## src/hdl/arxFilterPkg.sv

```systemverilog
package arxFilterPkg;

	localparam int NumCoeffs = 20; // ten input terms, ten output terms.
	localparam int NumHist = 10;

	typedef logic [8:0] addrT; // byte address on the register bus.
	typedef logic [4:0] coeffIdxT;
	typedef logic [3:0] histIdxT;

	// word addresses, all aligned to 4.
	localparam addrT AddrStatus = 9'h000;
	localparam addrT AddrResult = 9'h004;
	localparam addrT AddrError = 9'h008;
	localparam addrT AddrCoeffBase = 9'h00C; // coeff 0 to 19.
	localparam addrT AddrOffset = 9'h05C;
	localparam addrT AddrSample = 9'h060;
	localparam addrT AddrHistBase = 9'h064; // Y0 to Y9, Y0 is the previous result.

endpackage

```

## src/hdl/arxFilterIfs.sv

```systemverilog
`timescale 1ns/1ps

interface regWriteIf #(
	parameter int Width = 16
);
	logic coeffWe;
	arxFilterPkg::coeffIdxT coeffIdx;
	logic offsetWe;
	logic sampleWe; // starts one filter step.
	logic signed [Width-1:0] wrData;

	modport source(output coeffWe, coeffIdx, offsetWe, sampleWe, wrData);
	modport sink(input coeffWe, coeffIdx, offsetWe, sampleWe, wrData);
endinterface

interface filterStateIf #(
	parameter int Width = 16
);
	logic signed [Width-1:0] coeff [arxFilterPkg::NumCoeffs];
	logic signed [Width-1:0] offset;
	logic signed [Width-1:0] sample;
	logic signed [Width-1:0] yHist [arxFilterPkg::NumHist];
	logic signed [Width-1:0] result;
	logic listo;
	logic error; // last step saturated.

	modport source(output coeff, offset, sample, yHist, result, listo, error);
	modport sink(input coeff, offset, sample, yHist, result, listo, error);
endinterface

```

## src/hdl/writeDecode.sv

```systemverilog
`timescale 1ns/1ps

module writeDecode #(
	parameter int Width = 16
) (
	input logic clk,
	input logic Write,
	input arxFilterPkg::addrT Address,
	input logic signed [Width-1:0] WrDato,
	input logic busy,
	regWriteIf.source regWr
);

	arxFilterPkg::addrT coeffOff;
	logic coeffHit;
	logic accept;

	// below the base the subtraction wraps high, so one compare covers the range.
	assign coeffOff = Address - arxFilterPkg::AddrCoeffBase;
	assign coeffHit = (coeffOff < arxFilterPkg::addrT'(4 * arxFilterPkg::NumCoeffs)) &&
		(Address[1:0] == 2'b00);

	assign accept = Write && !busy; // writes during a step are dropped here.

	// strobes are registered, so each lasts exactly one cycle.
	always_ff @(posedge clk) begin
		regWr.coeffWe <= accept && coeffHit;
		regWr.coeffIdx <= arxFilterPkg::coeffIdxT'(coeffOff >> 2);
		regWr.offsetWe <= accept && (Address == arxFilterPkg::AddrOffset);
		regWr.sampleWe <= accept && (Address == arxFilterPkg::AddrSample);
		regWr.wrData <= WrDato;
	end

endmodule

```

## src/hdl/arxExecute.sv

```systemverilog
`timescale 1ns/1ps

module arxExecute #(
	parameter int Width = 16,
	parameter int FracBits = 8
) (
	input logic clk,
	input logic rst,
	regWriteIf.sink regWr,
	filterStateIf.source state,
	output logic busy
);

	localparam int NumCoeffs = arxFilterPkg::NumCoeffs;
	localparam int NumHist = arxFilterPkg::NumHist;
	localparam int AccWidth = 2 * Width + 5; // twenty full-scale products fit.

	// signed Width limits, extended to the accumulator width.
	localparam logic signed [AccWidth-1:0] MaxVal =
		{{(AccWidth - Width + 1){1'b0}}, {(Width - 1){1'b1}}};
	localparam logic signed [AccWidth-1:0] MinVal =
		{{(AccWidth - Width + 1){1'b1}}, {(Width - 1){1'b0}}};

	typedef enum logic [1:0] {
		idle,
		accumulate,
		finish
	} seqT;

	seqT seq;
	arxFilterPkg::coeffIdxT idx;
	arxFilterPkg::histIdxT hIdx;
	logic signed [Width-1:0] coeff [NumCoeffs];
	logic signed [Width-1:0] xHist [NumHist]; // xHist[0] is the latest sample.
	logic signed [Width-1:0] yHist [NumHist];
	logic signed [Width-1:0] offset;
	logic signed [Width-1:0] result;
	logic signed [Width-1:0] operand;
	logic signed [2*Width-1:0] product;
	logic signed [AccWidth-1:0] acc;
	logic signed [AccWidth-1:0] scaled;
	logic listo;
	logic error;
	logic overMax;
	logic underMin;

	// coefficients 0..9 use input history, 10..19 use output history.
	assign hIdx = (idx < NumHist) ? arxFilterPkg::histIdxT'(idx) :
		arxFilterPkg::histIdxT'(idx - NumHist);
	assign operand = (idx < NumHist) ? xHist[hIdx] : yHist[hIdx];
	assign product = coeff[idx] * operand;

	assign scaled = (acc >>> FracBits) + offset;
	assign overMax = scaled > MaxVal;
	assign underMin = scaled < MinVal;

	assign busy = (seq != idle) || regWr.sampleWe; // a pending sample counts too.

	always_ff @(posedge clk) begin
		if (rst) begin
			seq <= idle;
			idx <= '0;
			acc <= '0;
			offset <= '0;
			result <= '0;
			listo <= 1'b1;
			error <= 1'b0;
			for (int i = 0; i < NumCoeffs; i++) begin
				coeff[i] <= '0;
			end
			for (int i = 0; i < NumHist; i++) begin
				xHist[i] <= '0;
				yHist[i] <= '0;
			end
		end else begin
			if (regWr.coeffWe) coeff[regWr.coeffIdx] <= regWr.wrData;
			if (regWr.offsetWe) offset <= regWr.wrData;
			case (seq)
				idle: begin
					if (regWr.sampleWe) begin
						xHist[0] <= regWr.wrData;
						yHist[0] <= result; // previous result becomes Y0.
						for (int i = 1; i < NumHist; i++) begin
							xHist[i] <= xHist[i-1];
							yHist[i] <= yHist[i-1];
						end
						acc <= '0;
						idx <= '0;
						listo <= 1'b0;
						seq <= accumulate;
					end
				end
				accumulate: begin
					acc <= acc + product; // one term per cycle.
					if (idx == NumCoeffs - 1) begin
						idx <= '0;
						seq <= finish;
					end else begin
						idx <= idx + 1'b1;
					end
				end
				finish: begin
					if (overMax) begin
						result <= MaxVal[Width-1:0];
						error <= 1'b1;
					end else if (underMin) begin
						result <= MinVal[Width-1:0];
						error <= 1'b1;
					end else begin
						result <= scaled[Width-1:0];
						error <= 1'b0;
					end
					listo <= 1'b1;
					seq <= idle;
				end
				default: seq <= idle;
			endcase
		end
	end

	assign state.coeff = coeff;
	assign state.offset = offset;
	assign state.sample = xHist[0];
	assign state.yHist = yHist;
	assign state.result = result;
	assign state.listo = listo;
	assign state.error = error;

endmodule

```

## src/hdl/readbackMux.sv

```systemverilog
`timescale 1ns/1ps

module readbackMux #(
	parameter int Width = 16
) (
	input logic Read,
	input arxFilterPkg::addrT Address,
	filterStateIf.sink state,
	output logic signed [Width-1:0] RdDato
);

	arxFilterPkg::addrT coeffOff;
	arxFilterPkg::addrT histOff;
	arxFilterPkg::coeffIdxT coeffIdx;
	arxFilterPkg::histIdxT histIdx;
	logic aligned;
	logic coeffHit;
	logic histHit;

	assign aligned = Address[1:0] == 2'b00;

	// offsets wrap high below each base, so a single bound is enough.
	assign coeffOff = Address - arxFilterPkg::AddrCoeffBase;
	assign histOff = Address - arxFilterPkg::AddrHistBase;
	assign coeffHit = aligned &&
		(coeffOff < arxFilterPkg::addrT'(4 * arxFilterPkg::NumCoeffs));
	assign histHit = aligned &&
		(histOff < arxFilterPkg::addrT'(4 * arxFilterPkg::NumHist));
	assign coeffIdx = arxFilterPkg::coeffIdxT'(coeffOff >> 2);
	assign histIdx = arxFilterPkg::histIdxT'(histOff >> 2);

	always_comb begin
		RdDato = '0; // also the value for unmapped addresses.
		if (Read) begin
			if (Address == arxFilterPkg::AddrStatus) begin
				RdDato = Width'(state.listo);
			end else if (Address == arxFilterPkg::AddrResult) begin
				RdDato = state.result;
			end else if (Address == arxFilterPkg::AddrError) begin
				RdDato = Width'(state.error);
			end else if (coeffHit) begin
				RdDato = state.coeff[coeffIdx];
			end else if (Address == arxFilterPkg::AddrOffset) begin
				RdDato = state.offset;
			end else if (Address == arxFilterPkg::AddrSample) begin
				RdDato = state.sample;
			end else if (histHit) begin
				RdDato = state.yHist[histIdx]; // Y0 first.
			end
		end
	end

endmodule

```

## src/hdl/arxFilterTop.sv

```systemverilog
`timescale 1ns/1ps

module arxFilterTop #(
	parameter int Width = 16,
	parameter int FracBits = 8
) (
	input logic clk,
	input logic rst,
	input logic Write,
	input logic Read,
	input arxFilterPkg::addrT Address,
	input logic signed [Width-1:0] WrDato,
	output logic signed [Width-1:0] RdDato,
	output logic Listo
);

	logic busy;

	regWriteIf #(.Width(Width)) regWr ();
	filterStateIf #(.Width(Width)) state ();

	writeDecode #(.Width(Width)) decode (
		.clk(clk),
		.Write(Write),
		.Address(Address),
		.WrDato(WrDato),
		.busy(busy),
		.regWr(regWr.source)
	);

	arxExecute #(.Width(Width), .FracBits(FracBits)) execute (
		.clk(clk),
		.rst(rst),
		.regWr(regWr.sink),
		.state(state.source),
		.busy(busy)
	);

	readbackMux #(.Width(Width)) readback (
		.Read(Read),
		.Address(Address),
		.state(state.sink),
		.RdDato(RdDato)
	);

	assign Listo = state.listo;

endmodule

```

## config.mk

```make
export PLATFORM = sky130hd
export DESIGN_NAME = arxFilterTop
export DESIGN_NICKNAME = d
export VERILOG_FILES = /design/src/hdl/arxFilterPkg.sv /design/src/hdl/arxFilterIfs.sv /design/src/hdl/writeDecode.sv /design/src/hdl/arxExecute.sv /design/src/hdl/readbackMux.sv /design/src/hdl/arxFilterTop.sv
export SDC_FILE = /design/constraint.sdc
export NUM_CORES = 2
export LEC_CHECK = 0
export BUFFER_PORTS_ARGS = -buffer_cell sky130_fd_sc_hd__buf_4
export CAP_MARGIN = 25
export CORE_MARGIN = 3
export CORE_UTILIZATION = 62
export DETAILED_ROUTE_END_ITERATION = 6
export HOLD_SLACK_MARGIN = 0.08
export PLACE_DENSITY = 0.86
export SLEW_MARGIN = 20
export SYNTH_ARGS = -nofsm -noshare
export SYNTH_HDL_FRONTEND = slang
export SYNTH_SLANG_ARGS = --single-unit
```

## constraint.sdc

```tcl
create_clock -name clk -period 11.1 [get_ports clk]
set_input_delay 2.22 -clock clk [delete_from_list [all_inputs] [get_ports clk]]
set_output_delay 2.22 -clock clk [all_outputs]
set_load 0.03 [all_outputs]
```

==> qor.yml <==
grt_max_degree: 132
final_cell_mix: "nand2_1, dfxtp_1, a21oi_1, inv_1, fa_1"
outcome: "finished with violations"
grt_usage: 0.344
wire_per_inst_um: 24.6
cp_max_fo: 52
synth_edf_count: 160
slew_viol_final: 0
fmax_mhz: 97.8
drc: 4
avgSynthCellArea_um2: 10.1
routed_wl_um: 141000
numCtsBuffers: 76
ys_types: 81
worst_pin_slew_ns: 1.12
layoutNonFillerInstCount: 5746
grt_pass1_vias: 38200
critPathArrivalTime_ns: 10.75
root_buffer: "clkbuf_16"
synthCells: 4767
clock-sinks: 742
htreeDepth: 3
grt_overflow: 0
skew_ns: 0.0340
synth.ff_latch_count: 742
antenna_found_initial: 4
clk_transition_reported_paths_ns: 0.06
area_growth_syn_to_layout_pct: 7.86
rsz0062_at_grt: "false"
core-area_um2: 76500
port_buffers: 45
slew_headroom: 0.254
violations: "DRC"
fill_cells: 5374
path_class: "reg -> reg"
power.density_nw_per_um2: 110
worstSkewPairLatency_ns: 0.65
postRouteAntennaNets: 0
synth_warnings: 0
final_common_cell: "nand2_1"
row_count: 101
period_share: 0.921
start_util: 0.631
leakage_nw: 20.6
die_w_um: 285
cts_tree: "built"
viasPerCell: 6.68
cp-start-kind: "flip-flop"
seq_area_frac_synth: 0.341
async_flop_share: 0
via_count: 38400
ys.flop_type: "dfxtp_1"
syn_area_um2: 48200
cts_resized: 0
globalplace.congestion: 1.02
fin_crit_ns: 10.22
chipHeight_um: 285
grt_first_pass_wirelength_um: 218000
cpPeakStageDelay_ns: 0.66
drive_above_1_share: 0.154
required_ns: 11.63
post-place-cells: 5594
endpoint_kind: "flip-flop"
finalHoldViolations: 0
dieArea_um2: 81200
layout.nets: 5145
post_cts_buffers: 0
syn-num-nets: 5261
setup_slack_ns: 0.877
postCtsHoldBufs: 0
drt-pass1-iter-count: 7
ioPinCount: 46
setup_viol: 0
slowest_stage: "buf_4"
hold_ws_ns: 0.465
dp_hpwl_um: 94500
max_cap_viol_count: 0
vdd_drop_max_mv: 0.123
hold_class: "reg -> reg"
finalSetupTns_ns: 0
initialDrtViolationCount: 4992
pre_cts_ws_ns: 1.15
final_util: 0.680
cpMostUsedCell: "fa_1"
clockBufferDepth: 3
area by class of cell:
| cell class | count | area [um2] | share of cell area |
|---|---|---|---|
| inverters | 388 | 1460 | 0.0281 |
| well taps | 1030 | 1290 | 0.0248 |
| multi-input cells | 3304 | 29100 | 0.559 |
| clock buffers | 108 | 2220 | 0.0426 |
| diodes | 5 | 12.5 | 0.000241 |
| repair buffers | 139 | 1180 | 0.0227 |
| flip-flops and latches | 742 | 16500 | 0.317 |
| clock inverters | 30 | 287 | 0.00551 |
power by group:
group	internal (W)	switching, W	leakage, nW
clock	0.00149	0.00112	1.24
sequential	0.00278	0.0000306	6.35
combinational	0.0000921	0.000193	13.0
Yosys cell counts (5+ instances only):
master,number,share of area
inv_1,386,0.030
a31oi_1,9,0.0012
and3_1,11,0.0014
buf_2,54,0.0056
a22o_1,210,0.038
o21a_1,12,0.0019
o22ai_1,32,0.0042
nor4_1,6,0.00078
nor2b_1,38,0.0049
o221ai_1,16,0.0029
mux4_2,272,0.13
buf_1,24,0.0019
or2_2,130,0.017
dfxtp_1,582,0.24
buf_4,5,0.00078
fa_1,320,0.13
and2_1,170,0.022
a222oi_1,16,0.0033
o21ai_0,70,0.0073
nor2_1,220,0.017
nor3_1,20,0.0021
nand2_1,754,0.059
a21oi_1,426,0.044
clkbuf_1,248,0.019
nand4_1,14,0.0018
xnor2_1,48,0.0087
a22oi_1,18,0.0028
edfxtp_1,160,0.10
nand2b_1,21,0.0027
o21bai_1,5,0.00078
o32ai_2,10,0.0034
or3_1,20,0.0026
nand3_1,12,0.0012
o211ai_1,7,0.0011
mux2i_1,110,0.023
a21o_1,22,0.0034
a211oi_1,27,0.0042
ha_1,145,0.038
o21ai_1,12,0.0012
xor2_1,21,0.0038
worst max-delay path, delay by kind of cell, from the launching register on:
| family | cells | cell delay, ns |
|---|---|---|
| multiplexers | 2 | 0.62 |
| flip-flops | 1 | 0.41 |
| AND/OR/NAND/NOR | 4 | 0.92 |
| buffers and inverters | 8 | 1.80 |
| adder cells (fa/ha/maj) | 8 | 4.00 |
| AO/OA/AOI/OAI | 9 | 1.98 |
| XOR/XNOR | 2 | 0.29 |
registers in the layout (all words and copies together) (netlist names):
name                   cells
decode.regWr.coeffIdx      5
decode.regWr.coeffWe       1
decode.regWr.offsetWe      1
decode.regWr.sampleWe      1
decode.regWr.wrData       16
execute.acc               37
execute.idx                5
execute.seq                2
execute.state.coeff      320
execute.state.error        1
execute.state.listo        1
execute.state.offset      16
execute.state.result      16
execute.state.yHist      160
execute.xHist            160
logic make-up (layout without fill, tap and decap cells):
kind of cell | Yosys count | count (layout) | synth area share
other | 0 | 5 | 0
and+or+nand+nor | 1445 | 1445 | 0.137
AOI/OAI and AO/OA | 938 | 938 | 0.129
adders and majority gates | 465 | 465 | 0.170
xor gates and xnor gates | 70 | 70 | 0.0129
buffers and inverters | 721 | 665 | 0.0581
muxes | 386 | 386 | 0.151
DFF | 742 | 742 | 0.341
path summary, 6_finish.rpt:
kind / from / slack [ns] / cells past startpoint / endpoint
setup / recovery: execute.idx[2] / 0.88 / 33 / execute.acc[36]
hold / removal: execute.state.coeff[28] / 0.46 / 2 / execute.state.coeff[28]
setup reg to reg: execute.idx[2] / 0.88 / 33 / execute.acc[36]
hold reg to reg: execute.state.coeff[28] / 0.46 / 2 / execute.state.coeff[28]
stage by stage:
| step | total power (W) | cell area, um2 |
|---|---|---|
| after CTS | 0.00569 | 51900 |
| final | 0.00570 | 52000 |
| after global placement | 0.00313 | 49300 |
| after floorplan | 0.00304 | 48200 |
| after detailed placement | 0.00314 | 49400 |
| after global routing | 0.00582 | 52000 |
per-layer routing:
layer | vias up | GRT usage | wire [um] | part of all wire
li1 | 16300 | - | - | -
met1 | 18700 | 0.438 | 49700 | 0.35
met2 | 2820 | 0.523 | 62600 | 0.44
met3 | 639 | 0.0952 | 17800 | 0.13
met4 | 0 | 0.214 | 11000 | 0.078
met5 | - | 0 | 0 | 0
(Power assumes the default switching activity.)
